<file path="src/design/eye_settings.svh">
`ifndef EYE_SETTINGS_SVH
`define EYE_SETTINGS_SVH

// --------------------
// data path widths
// --------------------
`define PIXEL_WIDTH         8
`define COORD_WIDTH         10
`define SUM_S_WIDTH         20
`define SUM_XY_WIDTH        28

// host bus
`define HOST_ADDR_WIDTH     4
`define HOST_DATA_WIDTH     32

// binarization level after reset
`define DEFAULT_THRESHOLD   128

// camera link strobes, fval and lval are active high
`define DVAL_ACTIVE_LOW     1

// --------------------
// register map
// --------------------
`define REG_THRESHOLD       4'h0
`define REG_SUM_S           4'h1
`define REG_SUM_SX          4'h2
`define REG_SUM_SY          4'h3
`define REG_CENTROID_X      4'h4
`define REG_CENTROID_Y      4'h5
`define REG_FRAME_COUNT     4'h6

`endif

</file>
<file path="src/design/eye_pkg.sv">
`include "eye_settings.svh"

package eye_pkg;

    // --------------------
    // video side
    // --------------------
    typedef logic [`PIXEL_WIDTH-1:0]     pixel_t;
    typedef logic [`COORD_WIDTH-1:0]     coord_t;

    // frame moments and centroid quotients
    typedef logic [`SUM_S_WIDTH-1:0]     sum_s_t;
    typedef logic [`SUM_XY_WIDTH-1:0]    sum_xy_t;

    // --------------------
    // host side
    // --------------------
    typedef logic [`HOST_ADDR_WIDTH-1:0] host_addr_t;
    typedef logic [`HOST_DATA_WIDTH-1:0] host_data_t;

    // serial divider FSM
    typedef enum logic [1:0] {
        div_idle,
        div_run,
        div_done
    } div_state_t;

endpackage

</file>
<file path="src/design/camera_input.sv">
`include "eye_settings.svh"

module camera_input import eye_pkg::*; (
    input  logic   cclk,
    input  logic   arst_n,
    input  logic   fval,
    input  logic   lval,
    input  logic   dval,
    input  pixel_t data_l,
    input  pixel_t data_r,
    output logic   pix_valid,
    output logic   frame_start,
    output logic   frame_end,
    output coord_t pix_x,
    output coord_t pix_y,
    output pixel_t pix_l,
    output pixel_t pix_r
);

    logic   dval_act;
    logic   fval_q;
    logic   lval_q;
    logic   fval_rise;
    logic   fval_fall;
    logic   lval_rise;
    logic   lval_fall;
    logic   pair_valid;
    coord_t col_cnt;
    coord_t row_cnt;
    coord_t col_base;
    coord_t row_base;

    // fixed strobe polarity
    assign dval_act = (`DVAL_ACTIVE_LOW != 0) ? ~dval : dval;

    // --------------------
    // strobe edges
    // --------------------
    assign fval_rise = fval & ~fval_q;
    assign fval_fall = ~fval & fval_q;
    assign lval_rise = lval & ~lval_q;
    assign lval_fall = ~lval & lval_q;

    assign pair_valid = fval & lval & dval_act;

    // column restarts on each new line, row on each new frame
    assign col_base = lval_rise ? '0 : col_cnt;
    assign row_base = fval_rise ? '0 : row_cnt;

    always_ff @(posedge cclk or negedge arst_n) begin
        if (!arst_n) begin
            fval_q      <= 1'b0;
            lval_q      <= 1'b0;
            pix_valid   <= 1'b0;
            frame_start <= 1'b0;
            frame_end   <= 1'b0;
            col_cnt     <= '0;
            row_cnt     <= '0;
        end else begin
            fval_q      <= fval;
            lval_q      <= lval;
            pix_valid   <= pair_valid;
            frame_start <= fval_rise;
            frame_end   <= fval_fall;
            // two taps, so the column steps by two
            if (pair_valid) begin
                col_cnt <= col_base + coord_t'(2);
            end else begin
                col_cnt <= col_base;
            end
            if (fval_rise) begin
                row_cnt <= '0;
            end else if (lval_fall) begin
                row_cnt <= row_cnt + coord_t'(1);
            end
        end
    end

    // pixel payload, aligned with pix_valid
    always_ff @(posedge cclk) begin
        pix_x <= col_base;
        pix_y <= row_base;
        pix_l <= data_l;
        pix_r <= data_r;
    end

endmodule

</file>
<file path="src/design/eye_tracker_reg.sv">
`include "eye_settings.svh"

module eye_tracker_reg import eye_pkg::*; (
    input  logic       cclk,
    input  logic       arst_n,
    input  host_addr_t host_addr,
    input  logic       host_we,
    input  logic       host_re,
    input  host_data_t host_wdata,
    output host_data_t host_rdata,
    output logic       host_rvalid,
    input  sum_s_t     sum_s,
    input  sum_xy_t    sum_sx,
    input  sum_xy_t    sum_sy,
    input  sum_xy_t    centroid_x,
    input  sum_xy_t    centroid_y,
    input  logic       centroid_valid,
    output pixel_t     threshold
);

    host_data_t frame_count;
    host_data_t rd_mux;
    logic       thr_wr;

    // only the threshold is writable
    assign thr_wr = host_we && (host_addr == `REG_THRESHOLD);

    // --------------------
    // read decode
    // --------------------
    always_comb begin
        case (host_addr)
            `REG_THRESHOLD:   rd_mux = host_data_t'(threshold);
            `REG_SUM_S:       rd_mux = host_data_t'(sum_s);
            `REG_SUM_SX:      rd_mux = host_data_t'(sum_sx);
            `REG_SUM_SY:      rd_mux = host_data_t'(sum_sy);
            `REG_CENTROID_X:  rd_mux = host_data_t'(centroid_x);
            `REG_CENTROID_Y:  rd_mux = host_data_t'(centroid_y);
            `REG_FRAME_COUNT: rd_mux = frame_count;
            // holes in the map
            default:          rd_mux = '0;
        endcase
    end

    // --------------------
    // threshold and frame counter
    // --------------------
    always_ff @(posedge cclk or negedge arst_n) begin
        if (!arst_n) begin
            threshold   <= pixel_t'(`DEFAULT_THRESHOLD);
            frame_count <= '0;
        end else begin
            if (thr_wr) begin
                threshold <= host_wdata[`PIXEL_WIDTH-1:0];
            end
            // one count per finished centroid
            if (centroid_valid) begin
                frame_count <= frame_count + 1'b1;
            end
        end
    end

    // read data returns one cycle after host_re
    always_ff @(posedge cclk or negedge arst_n) begin
        if (!arst_n) begin
            host_rvalid <= 1'b0;
            host_rdata  <= '0;
        end else begin
            host_rvalid <= host_re;
            if (host_re) begin
                host_rdata <= rd_mux;
            end
        end
    end

endmodule

</file>
<file path="src/design/eye_tracker_top.sv">
`include "eye_settings.svh"

module eye_tracker_top import eye_pkg::*; (
    input  logic       cclk,
    input  logic       arst_n,
    // camera link
    input  logic       fval,
    input  logic       lval,
    input  logic       dval,
    input  pixel_t     data_l,
    input  pixel_t     data_r,
    // host bus
    input  host_addr_t host_addr,
    input  logic       host_we,
    input  logic       host_re,
    input  host_data_t host_wdata,
    output host_data_t host_rdata,
    output logic       host_rvalid,
    // centre of gravity
    output logic       centroid_valid,
    output coord_t     centroid_x,
    output coord_t     centroid_y
);

    logic    pix_valid;
    logic    frame_start;
    logic    frame_end;
    coord_t  pix_x;
    coord_t  pix_y;
    pixel_t  pix_l;
    pixel_t  pix_r;
    pixel_t  threshold;
    sum_s_t  sum_s;
    sum_xy_t sum_sx;
    sum_xy_t sum_sy;
    logic    sums_valid;
    sum_xy_t quot_x;
    sum_xy_t quot_y;

    // quotients never exceed the coordinate range
    assign centroid_x = quot_x[`COORD_WIDTH-1:0];
    assign centroid_y = quot_y[`COORD_WIDTH-1:0];

    camera_input u_camera_input (
        .cclk        (cclk),
        .arst_n      (arst_n),
        .fval        (fval),
        .lval        (lval),
        .dval        (dval),
        .data_l      (data_l),
        .data_r      (data_r),
        .pix_valid   (pix_valid),
        .frame_start (frame_start),
        .frame_end   (frame_end),
        .pix_x       (pix_x),
        .pix_y       (pix_y),
        .pix_l       (pix_l),
        .pix_r       (pix_r)
    );

    gravity_accum u_gravity_accum (
        .cclk        (cclk),
        .arst_n      (arst_n),
        .pix_valid   (pix_valid),
        .frame_start (frame_start),
        .frame_end   (frame_end),
        .pix_x       (pix_x),
        .pix_y       (pix_y),
        .pix_l       (pix_l),
        .pix_r       (pix_r),
        .threshold   (threshold),
        .sum_s       (sum_s),
        .sum_sx      (sum_sx),
        .sum_sy      (sum_sy),
        .sums_valid  (sums_valid)
    );

    gravity_divider u_gravity_divider (
        .cclk           (cclk),
        .arst_n         (arst_n),
        .sums_valid     (sums_valid),
        .sum_s          (sum_s),
        .sum_sx         (sum_sx),
        .sum_sy         (sum_sy),
        .centroid_x     (quot_x),
        .centroid_y     (quot_y),
        .centroid_valid (centroid_valid)
    );

    eye_tracker_reg u_eye_tracker_reg (
        .cclk           (cclk),
        .arst_n         (arst_n),
        .host_addr      (host_addr),
        .host_we        (host_we),
        .host_re        (host_re),
        .host_wdata     (host_wdata),
        .host_rdata     (host_rdata),
        .host_rvalid    (host_rvalid),
        .sum_s          (sum_s),
        .sum_sx         (sum_sx),
        .sum_sy         (sum_sy),
        .centroid_x     (quot_x),
        .centroid_y     (quot_y),
        .centroid_valid (centroid_valid),
        .threshold      (threshold)
    );

endmodule

</file>
<file path="src/design/gravity_accum.sv">
`include "eye_settings.svh"

module gravity_accum import eye_pkg::*; (
    input  logic    cclk,
    input  logic    arst_n,
    input  logic    pix_valid,
    input  logic    frame_start,
    input  logic    frame_end,
    input  coord_t  pix_x,
    input  coord_t  pix_y,
    input  pixel_t  pix_l,
    input  pixel_t  pix_r,
    input  pixel_t  threshold,
    output sum_s_t  sum_s,
    output sum_xy_t sum_sx,
    output sum_xy_t sum_sy,
    output logic    sums_valid
);

    pixel_t  thr_frame;
    pixel_t  thr_eff;
    logic    bright_l;
    logic    bright_r;
    sum_s_t  s_acc;
    sum_xy_t sx_acc;
    sum_xy_t sy_acc;
    sum_s_t  s_add;
    sum_xy_t sx_add;
    sum_xy_t sy_add;

    // first pixels of a frame may share the cycle with frame_start
    assign thr_eff = frame_start ? threshold : thr_frame;

    // --------------------
    // binarize both taps
    // --------------------
    assign bright_l = pix_valid && (pix_l >= thr_eff);
    assign bright_r = pix_valid && (pix_r >= thr_eff);

    // right tap sits one column to the right
    assign s_add  = sum_s_t'(bright_l) + sum_s_t'(bright_r);
    assign sx_add = (bright_l ? sum_xy_t'(pix_x) : '0)
                  + (bright_r ? sum_xy_t'(pix_x) + sum_xy_t'(1) : '0);
    assign sy_add = (bright_l ? sum_xy_t'(pix_y) : '0)
                  + (bright_r ? sum_xy_t'(pix_y) : '0);

    // --------------------
    // accumulate and latch
    // --------------------
    always_ff @(posedge cclk or negedge arst_n) begin
        if (!arst_n) begin
            thr_frame  <= pixel_t'(`DEFAULT_THRESHOLD);
            s_acc      <= '0;
            sx_acc     <= '0;
            sy_acc     <= '0;
            sum_s      <= '0;
            sum_sx     <= '0;
            sum_sy     <= '0;
            sums_valid <= 1'b0;
        end else begin
            sums_valid <= frame_end;
            if (frame_start) begin
                thr_frame <= threshold;
            end
            // cleared here, so the next frame starts from zero
            if (frame_end) begin
                sum_s  <= s_acc;
                sum_sx <= sx_acc;
                sum_sy <= sy_acc;
                s_acc  <= '0;
                sx_acc <= '0;
                sy_acc <= '0;
            end else begin
                s_acc  <= s_acc + s_add;
                sx_acc <= sx_acc + sx_add;
                sy_acc <= sy_acc + sy_add;
            end
        end
    end

endmodule

</file>
<file path="src/design/gravity_divider.sv">
`include "eye_settings.svh"

module gravity_divider import eye_pkg::*; (
    input  logic    cclk,
    input  logic    arst_n,
    input  logic    sums_valid,
    input  sum_s_t  sum_s,
    input  sum_xy_t sum_sx,
    input  sum_xy_t sum_sy,
    output sum_xy_t centroid_x,
    output sum_xy_t centroid_y,
    output logic    centroid_valid
);

    localparam int cnt_width = $clog2(`SUM_XY_WIDTH);
    localparam int last_bit  = `SUM_XY_WIDTH - 1;

    div_state_t             state;
    logic [cnt_width-1:0]   bit_cnt;
    sum_xy_t                divisor;
    sum_xy_t                rem_x;
    sum_xy_t                quo_x;
    sum_xy_t                rem_y;
    sum_xy_t                quo_y;
    sum_xy_t                rem_x_nxt;
    sum_xy_t                quo_x_nxt;
    sum_xy_t                rem_y_nxt;
    sum_xy_t                quo_y_nxt;

    // one restoring step, returns {remainder, quotient}
    function automatic logic [2*`SUM_XY_WIDTH-1:0] div_step(
        input sum_xy_t rem,
        input sum_xy_t quo,
        input sum_xy_t dvs
    );
        logic [`SUM_XY_WIDTH:0] trial;
        logic                   fits;
        trial = {rem, quo[last_bit]};
        fits  = (trial >= {1'b0, dvs});
        if (fits) begin
            trial = trial - {1'b0, dvs};
        end
        return {trial[`SUM_XY_WIDTH-1:0], quo[last_bit-1:0], fits};
    endfunction

    // both quotient paths share the divisor
    always_comb begin
        {rem_x_nxt, quo_x_nxt} = div_step(rem_x, quo_x, divisor);
        {rem_y_nxt, quo_y_nxt} = div_step(rem_y, quo_y, divisor);
    end

    // --------------------
    // control
    // --------------------
    always_ff @(posedge cclk or negedge arst_n) begin
        if (!arst_n) begin
            state          <= div_idle;
            bit_cnt        <= '0;
            centroid_valid <= 1'b0;
            centroid_x     <= '0;
            centroid_y     <= '0;
        end else begin
            centroid_valid <= 1'b0;
            case (state)
                div_idle: begin
                    // busy divider drops a new request
                    if (sums_valid) begin
                        bit_cnt <= '0;
                        state   <= div_run;
                    end
                end
                div_run: begin
                    bit_cnt <= bit_cnt + 1'b1;
                    if (bit_cnt == cnt_width'(last_bit)) begin
                        state <= div_done;
                    end
                end
                div_done: begin
                    // empty frame gives a zero centroid
                    centroid_x     <= (divisor == '0) ? '0 : quo_x;
                    centroid_y     <= (divisor == '0) ? '0 : quo_y;
                    centroid_valid <= 1'b1;
                    state          <= div_idle;
                end
                default: begin
                    state <= div_idle;
                end
            endcase
        end
    end

    // --------------------
    // datapath
    // --------------------
    always_ff @(posedge cclk) begin
        if (state == div_idle && sums_valid) begin
            divisor <= sum_xy_t'(sum_s);
            rem_x   <= '0;
            quo_x   <= sum_sx;
            rem_y   <= '0;
            quo_y   <= sum_sy;
        end else if (state == div_run) begin
            rem_x <= rem_x_nxt;
            quo_x <= quo_x_nxt;
            rem_y <= rem_y_nxt;
            quo_y <= quo_y_nxt;
        end
    end

endmodule

</file>
<file path="config.mk">
export PLATFORM = sky130hd
export DESIGN_NAME = eye_tracker_top
export DESIGN_NICKNAME = d
export VERILOG_FILES = /design/src/design/eye_pkg.sv /design/src/design/camera_input.sv /design/src/design/eye_tracker_reg.sv /design/src/design/eye_tracker_top.sv /design/src/design/gravity_accum.sv /design/src/design/gravity_divider.sv
export VERILOG_INCLUDE_DIRS = /design/src /design/src/design
export SDC_FILE = /design/constraint.sdc
export NUM_CORES = 1
export LEC_CHECK = 0
export BUFFER_PORTS_ARGS = -buffer_cell sky130_fd_sc_hd__buf_2
export CORE_MARGIN = 2
export CORE_UTILIZATION = 31
export DETAILED_ROUTE_END_ITERATION = 16
export GPL_ROUTABILITY_DRIVEN = 0
export GPL_TIMING_DRIVEN = 0
export PLACE_DENSITY = 0.5
export SLEW_MARGIN = 20
export SYNTH_ARGS = -nofsm -noshare
export SYNTH_HDL_FRONTEND = slang
export SYNTH_SLANG_ARGS = --single-unit
export TNS_END_PERCENT = 5
</file>
<file path="constraint.sdc">
create_clock -name cclk -period 6.5 [get_ports cclk]
set_input_delay 1.625 -clock cclk [delete_from_list [all_inputs] [get_ports cclk]]
set_output_delay 1.625 -clock cclk [all_outputs]
set_load 0.005 [all_outputs]
</file>
# After elaboration in Yosys (flattened, before gate mapping)
# Index checks and enable logic that the tools add are counted.
[classes]
addsub = 13
magnitude_cmp = 4
n_eq_ne = 11
mux = 27
n_bitwise = 11
reduce_logical = 12
[op_table]
columns = ["operator", "n"]
rows = [
  ["28-bit 2-to-1 mux", 11],
  ["32-bit case mux with 7 select lines", 1],
  ["28-bit adder", 4],
  ["10-bit 2-to-1 mux", 7],
  ["29-bit by 20-bit greater-or-equal comparator with 1-bit output", 2],
  ["28-bit by 20-bit subtractor with 28-bit output", 2],
  ["32-bit by 1-bit adder with 32-bit output (second input constant)", 1],
  ["28-bit logical NOT", 1],
  ["20-bit adder", 1],
  ["20-bit 2-to-1 mux", 1],
  ["8-bit greater-or-equal comparator", 2],
  ["4-bit by 3-bit == test with 1-bit output (second input constant)", 3],
  ["10-bit by 1-bit adder with 11-bit output (second input constant)", 1],
  ["10-bit by 1-bit adder with 10-bit output (second input constant)", 1],
  ["10-bit by 2-bit adder with 10-bit output (second input constant)", 1],
  ["5-bit case mux with 2 select lines", 1],
  ["4-bit by 2-bit == test with 1-bit output (second input constant)", 2],
  ["8-bit 2-to-1 mux", 1],
  ["1-bit AND", 6],
  ["2-bit nonzero test", 3],
  ["5-bit by 1-bit adder with 5-bit output (second input constant)", 1],
  ["5-bit == test (second input constant)", 1],
  ["5-bit 2-to-1 mux", 1],
  ["1-bit NOT", 5],
  ["13 further kinds", 18],
]
[word_totals]
regBits = 491
input_bits = 59
output_inout_bits = 54
word_cells = 111

# Logic depth before layout (Yosys ltp)
[depth]
word_depth = 7
ltp_mapped = 26
mapped_depth_nobuf = 24

# Cells and area by module
# From an unflattened synthesis, not the netlist that was laid out.
[hier_totals]
cells_unflattened = 2361
area_unflattened_um2 = 24536.0
[by_module_without_submodules]
columns = ["mod", "instances", "cells_per_inst", "area_per_inst_um2", "seq_area_each_um2"]
rows = [
  ["gravity_divider", 1, 1030, 9885.7, 5004.8],
  ["gravity_accum", 1, 762, 8632.0, 4030.1],
  ["eye_tracker_reg", 1, 418, 4053.9, 1828.0],
  ["camera_input", 1, 151, 1964.4, 1346.3],
]

# Worst setup path before layout
# OpenSTA, ideal clock, no wires.
[synth_path]
path_kind = "register -> register"
from = "reg u_camera_input.frame_start"
to = "reg u_gravity_accum.sx_acc[13]"
setup_time_ns = 0.132
t_arrival_ns = 5.598
t_required_ns = 6.368
path_slack_ns = 0.770
stages_incl_launch_ff = 27
path_cell_list = "dfrtp_1 clkbuf_1 mux2_2 ha_1 nand2b_1 a21o_1 a21o_1 a21o_1 a21o_1 a21oi_1 o21ai_1 and2_1 clkbuf_1 mux2_2 ha_1 clkbuf_1 ha_1 fa_1 a21o_1 a21oi_1 o21bai_1 a2111oi_0 o311ai_1 a21oi_1 nor2b_1 xnor2_1 nor2_1"
[synth_via]
elab_chain_len = 7
word_cells_on_any_way = 10
classes_between = "add/sub (2); order compare (2); mux (4); reduce/logical (2)"
[synth_rtl]
columns = ["element", "line", "text"]
rows = [
  ["from (decl)", "camera_input.sv:12", "output logic frame_start,"],
  ["from (signal assigned)", "camera_input.sv:63", "frame_start <= fval_rise;"],
  ["8-bit 2-to-1 mux *", "--", ""],
  ["net u_gravity_accum.thr_eff[0]", "gravity_accum.sv:21", "pixel_t thr_eff;"],
  ["8-bit greater-or-equal comparator (on tied branches)", "gravity_accum.sv:37, gravity_accum.sv:38", ""],
  ["1-bit logical AND (on tied branches)", "gravity_accum.sv:37, gravity_accum.sv:38", ""],
  ["10-bit 2-to-1 mux / 28-bit 2-to-1 mux (equally long branches)", "gravity_accum.sv:42, gravity_accum.sv:43", ""],
  ["28-bit adder *", "gravity_accum.sv:43", "+ (bright_r ? sum_xy_t'(pix_x) + sum_xy_t'(1) : '0);"],
  ["28-bit adder *", "gravity_accum.sv:75", "sx_acc <= sx_acc + sx_add;"],
  ["28-bit 2-to-1 mux *", "gravity_accum.sv:66", "if (frame_end) begin"],
  ["to (signal assigned)", "gravity_accum.sv:75", ""],
  ["to (decl)", "gravity_accum.sv:25", "sum_xy_t sx_acc;"],
]
# The timed path passes the listed nets; every way through them passes the cells marked *.
# A chain may end at the register's enable or synchronous reset.

# Final worst setup path
[layout_path]
from = "reg u_camera_input.frame_start"
to = "reg u_gravity_accum.sx_acc[27]"
# Same word-level chain as after synthesis.

==> flow_summary.yaml <==
drt:
  num_vias: 18000
  highest-signal-layer: "met4"
  met2_wirelength_from_detailed_routing_um: 34100
  drt-initial-drc-count: 1204
  route.layer.met1.wl_um: 32200
  detail_routed_net_length_per_standard_cell_um: 19.8
  detail_route.vias_per_cell: 4.99
  detail-route-antenna-nets: 0
  drc_violations: 0
  dr_wl_met3_um: 3010
  routed_wirelength_um: 71500
  first_pass_iters: 6
timing:
  setup_clock_skew_after_layout_ns: 0.0212
  finalMaxSlewViolations: 0
  worstMarginPinSlew_ns: 1.13
  timing.hold.ws_ns: 0.455
  max_clock_freq_ghz: 0.163
  hold_viol: 0
  final.period_utilization: 0.942
  setup_viol: 0
  totalNegativeSetupSlack_ns: 0
  timing.max_slew.rel_slack: 0.242
  rsz0062_at_grt: "yes"
  period_needed_ns: 6.12
  timing.final.ws_setup_ns: 0.378
clock_tree:
  cts_buffer_depth: 3
  clk-insertion-delay-late_ns: 0.62
  clock_pin_slew_reported_for_the_worst_setup_and_hold_paths_after_clock_tree_synthesis_ns: 0.06
  cts_sinks: 491
  cts-htree-levels: 2
  cts_made_buffers: 55
  tritoncts: "built"
  cts_root_buffer: "sky130_fd_sc_hd__clkbuf_16"
yosys:
  synthCells: 2378
  ys_types: 83
  share_of_synthesized_area_occupied_by_flip_flops_and_latches: 0.501
  synth.net_count: 2548
  synth-edff-count: 76
  yosysWarningCount: 0
  synth.most_common_cell: "sky130_fd_sc_hd__nand2_1"
  ys_async_sr_fraction: 0.658
  synth_common_cells: "sky130_fd_sc_hd__nand2_1 (343), sky130_fd_sc_hd__dfrtp_1 (321), sky130_fd_sc_hd__nor2_1 (162)"
  post_synthesis_cell_type_with_the_largest_combined_area: "sky130_fd_sc_hd__dfrtp_1"
  synth_top_area_share: 0.330
  netlist_area_pre_place_mm2: 0.0244
  yosys-top-cells-area: "sky130_fd_sc_hd__dfrtp_1 (33%), sky130_fd_sc_hd__edfxtp_1 (9.4%), sky130_fd_sc_hd__dfxtp_1 (7.6%), sky130_fd_sc_hd__nand2_1 (5.3%), sky130_fd_sc_hd__ha_1 (4.5%)"
  ys_dominant_reg_cell: "sky130_fd_sc_hd__dfrtp_1"
  synthesized_area_per_cell_um2: 10.2
  ys_seq_elements: 491
placement:
  pre_cts_slack_ns: -0.936
  place.detailed.instances: 3508
  placed_area_mm2: 0.0262
  portBuffers: 84
  dp.final_hpwl_um: 54200
outcome:
  outcome: "completed"
worst_setup_path:
  endpoint_kind: "flop"
  crit_start: "u_camera_input.frame_start"
  crit-reg2reg-launch: "u_camera_input.frame_start"
  path_max_fanout: 10
  critical_path_required_ns: 6.97
  critical_path_class: "flop to flop"
  crit_arrival_ns: 6.60
  start_kind: "flop"
pwr:
  post-layout-total-power_mw: 10.5
  p_leak_nw: 12.9
  power.density_mw_per_mm2: 373
  irDropWorstVdd_v: 0.000177
floorplanning:
  die_width_um: 284
  core_region_area_mm2: 0.0776
  io-pin-count: 113
  fp.dieArea_mm2: 0.0808
  die-height_um: 284
  initial_util: 0.314
  rows: 102
cells_and_area:
  final.fill_count: 7852
  nets: 2693
  utilization: 0.363
  layout-area-overhead-vs-synth_pct: 15.6
  layout.cells.non_filler: 3611
  drive_above_1_share: 0.126
  layout.cell_area.non_filler_mm2: 0.0282
global_routing:
  grt_pass1_wl_um: 111000
  grt_pass1_vias: 18400
  antenna_found_initial: 0
  gr-usage-all-layers: 0.176
  globalRoute.totalOverflow: 0
  grt_max_degree: 90
hold_path:
  min_from: "u_gravity_divider.rem_x[27]"
  timing.hold.worst.class: "flop to flop"
run:
  max_cap_violations: 0
metal layers:
layer,track usage,vias up
met3,0.0223,108
met5,0,-
li1,-,8583
met2,0.297,400
met4,0.0603,0
met1,0.233,8929
layout make-up:
type / instances / area (um^2) / share of cell area
Antenna cell: 1 / 2.50 / 0.0000888
Buffer: 130 / 622 / 0.0221
Clock buffer: 77 / 1500 / 0.0532
Clock inverter: 27 / 398 / 0.0141
Inverter: 138 / 520 / 0.0185
Multi-Input combinational cell: 1617 / 11000 / 0.392
Sequential cell: 491 / 12200 / 0.434
Tap cell: 1040 / 1300 / 0.0462
Timing Repair Buffer: 90 / 576 / 0.0204
flip-flops by register name (all words and copies together) (netlist names), 28 cells and up:
| signal | count |
|---|---|
| u_gravity_accum.sum_sx | 28 |
| u_gravity_divider.rem_x | 28 |
| u_eye_tracker_reg.frame_count | 32 |
| u_gravity_divider.quo_y | 28 |
| u_gravity_divider.rem_y | 28 |
| u_gravity_accum.sum_sy | 28 |
| u_gravity_accum.sx_acc | 28 |
| u_gravity_divider.quo_x | 28 |
| u_gravity_accum.sy_acc | 28 |
| u_eye_tracker_reg.host_rdata | 32 |
| u_gravity_divider.centroid_y | 28 |
| u_gravity_divider.centroid_x | 28 |
timing repair:
action	4_1_cts	5_1_grt
pin swaps	0	1
hold endpoints to repair	0	0
resized for setup	4	8
hold buffers	0	0
buffers inserted	0	0
setup endpoints to repair	24	25
cells in the final DEF, fill, tap and decap left out, types with 63 or more instances in the layout:
| cell | synthesis | routed |
|---|---|---|
| sky130_fd_sc_hd__nor2_1 | 162 | 162 |
| sky130_fd_sc_hd__edfxtp_1 | 76 | 76 |
| sky130_fd_sc_hd__ha_1 | 87 | 87 |
| sky130_fd_sc_hd__dfxtp_1 | 92 | 92 |
| sky130_fd_sc_hd__clkbuf_1 | 90 | 104 |
| sky130_fd_sc_hd__o21ai_0 | 68 | 68 |
| sky130_fd_sc_hd__nand2_1 | 343 | 343 |
| sky130_fd_sc_hd__xor2_1 | 71 | 71 |
| sky130_fd_sc_hd__mux2_2 | 91 | 91 |
| sky130_fd_sc_hd__inv_1 | 138 | 137 |
| sky130_fd_sc_hd__a21oi_1 | 79 | 78 |
| sky130_fd_sc_hd__xnor2_1 | 90 | 90 |
| sky130_fd_sc_hd__buf_2 | 3 | 87 |
| sky130_fd_sc_hd__dfrtp_1 | 321 | 320 |
| sky130_fd_sc_hd__a22o_1 | 63 | 63 |
worst max-delay path: stages, from the launching register on:
cell and delay (ns):
sky130_fd_sc_hd__dfrtp_2 0.54, sky130_fd_sc_hd__mux2_2 0.41, sky130_fd_sc_hd__ha_1 0.27, sky130_fd_sc_hd__nand2b_1 0.15
sky130_fd_sc_hd__a21o_1 0.18, sky130_fd_sc_hd__a21o_1 0.17, sky130_fd_sc_hd__a21o_1 0.18, sky130_fd_sc_hd__a21o_1 0.17
sky130_fd_sc_hd__a21oi_1 0.15, sky130_fd_sc_hd__o21ai_1 0.10, sky130_fd_sc_hd__and2_1 0.17, sky130_fd_sc_hd__clkbuf_1 0.24
sky130_fd_sc_hd__mux2_2 0.36, sky130_fd_sc_hd__ha_1 0.18, sky130_fd_sc_hd__clkbuf_1 0.09, sky130_fd_sc_hd__ha_1 0.20
sky130_fd_sc_hd__fa_1 0.40, sky130_fd_sc_hd__a21o_1 0.20, sky130_fd_sc_hd__a21oi_1 0.22, sky130_fd_sc_hd__o21bai_1 0.16
sky130_fd_sc_hd__a2111oi_4 0.45, sky130_fd_sc_hd__o31ai_1 0.18, sky130_fd_sc_hd__a21oi_2 0.36, sky130_fd_sc_hd__nor3b_1 0.20
sky130_fd_sc_hd__xnor2_1 0.17, sky130_fd_sc_hd__nor2_1 0.05
worst paths after layout:
kind	end	slack, ns	cells after the start
min	u_gravity_divider.rem_x[27]	0.45	2
min in group asynchronous	u_gravity_accum.sum_sx[22]	0.92	1
max in group asynchronous	u_gravity_accum.thr_frame[7]	4.45	3
min reg2reg	u_gravity_divider.rem_x[27]	0.45	2
max	u_gravity_accum.sx_acc[27]	0.38	25
max reg2reg	u_gravity_accum.sx_acc[27]	0.38	25
power by group:
group / internal, mW / switching (mW)
combinational: 1.26 / 1.78
clock: 1.98 / 1.32
sequential: 3.74 / 0.425
total: 6.98 / 3.52
kinds of logic (layout without fill, tap and decap cells):
logic type,after synthesis,count (layout),synth area share
buffers and inverters,270,462,0.0470
flip-flops,491,491,0.501
AND/OR/NAND/NOR,762,762,0.143
AO/OA/AOI/OAI,458,458,0.130
adder cells (fa/ha/maj),111,111,0.0644
multiplexers,125,125,0.0561
XOR/XNOR,161,161,0.0579
other,0,1,0
(Power assumes the default switching activity.)
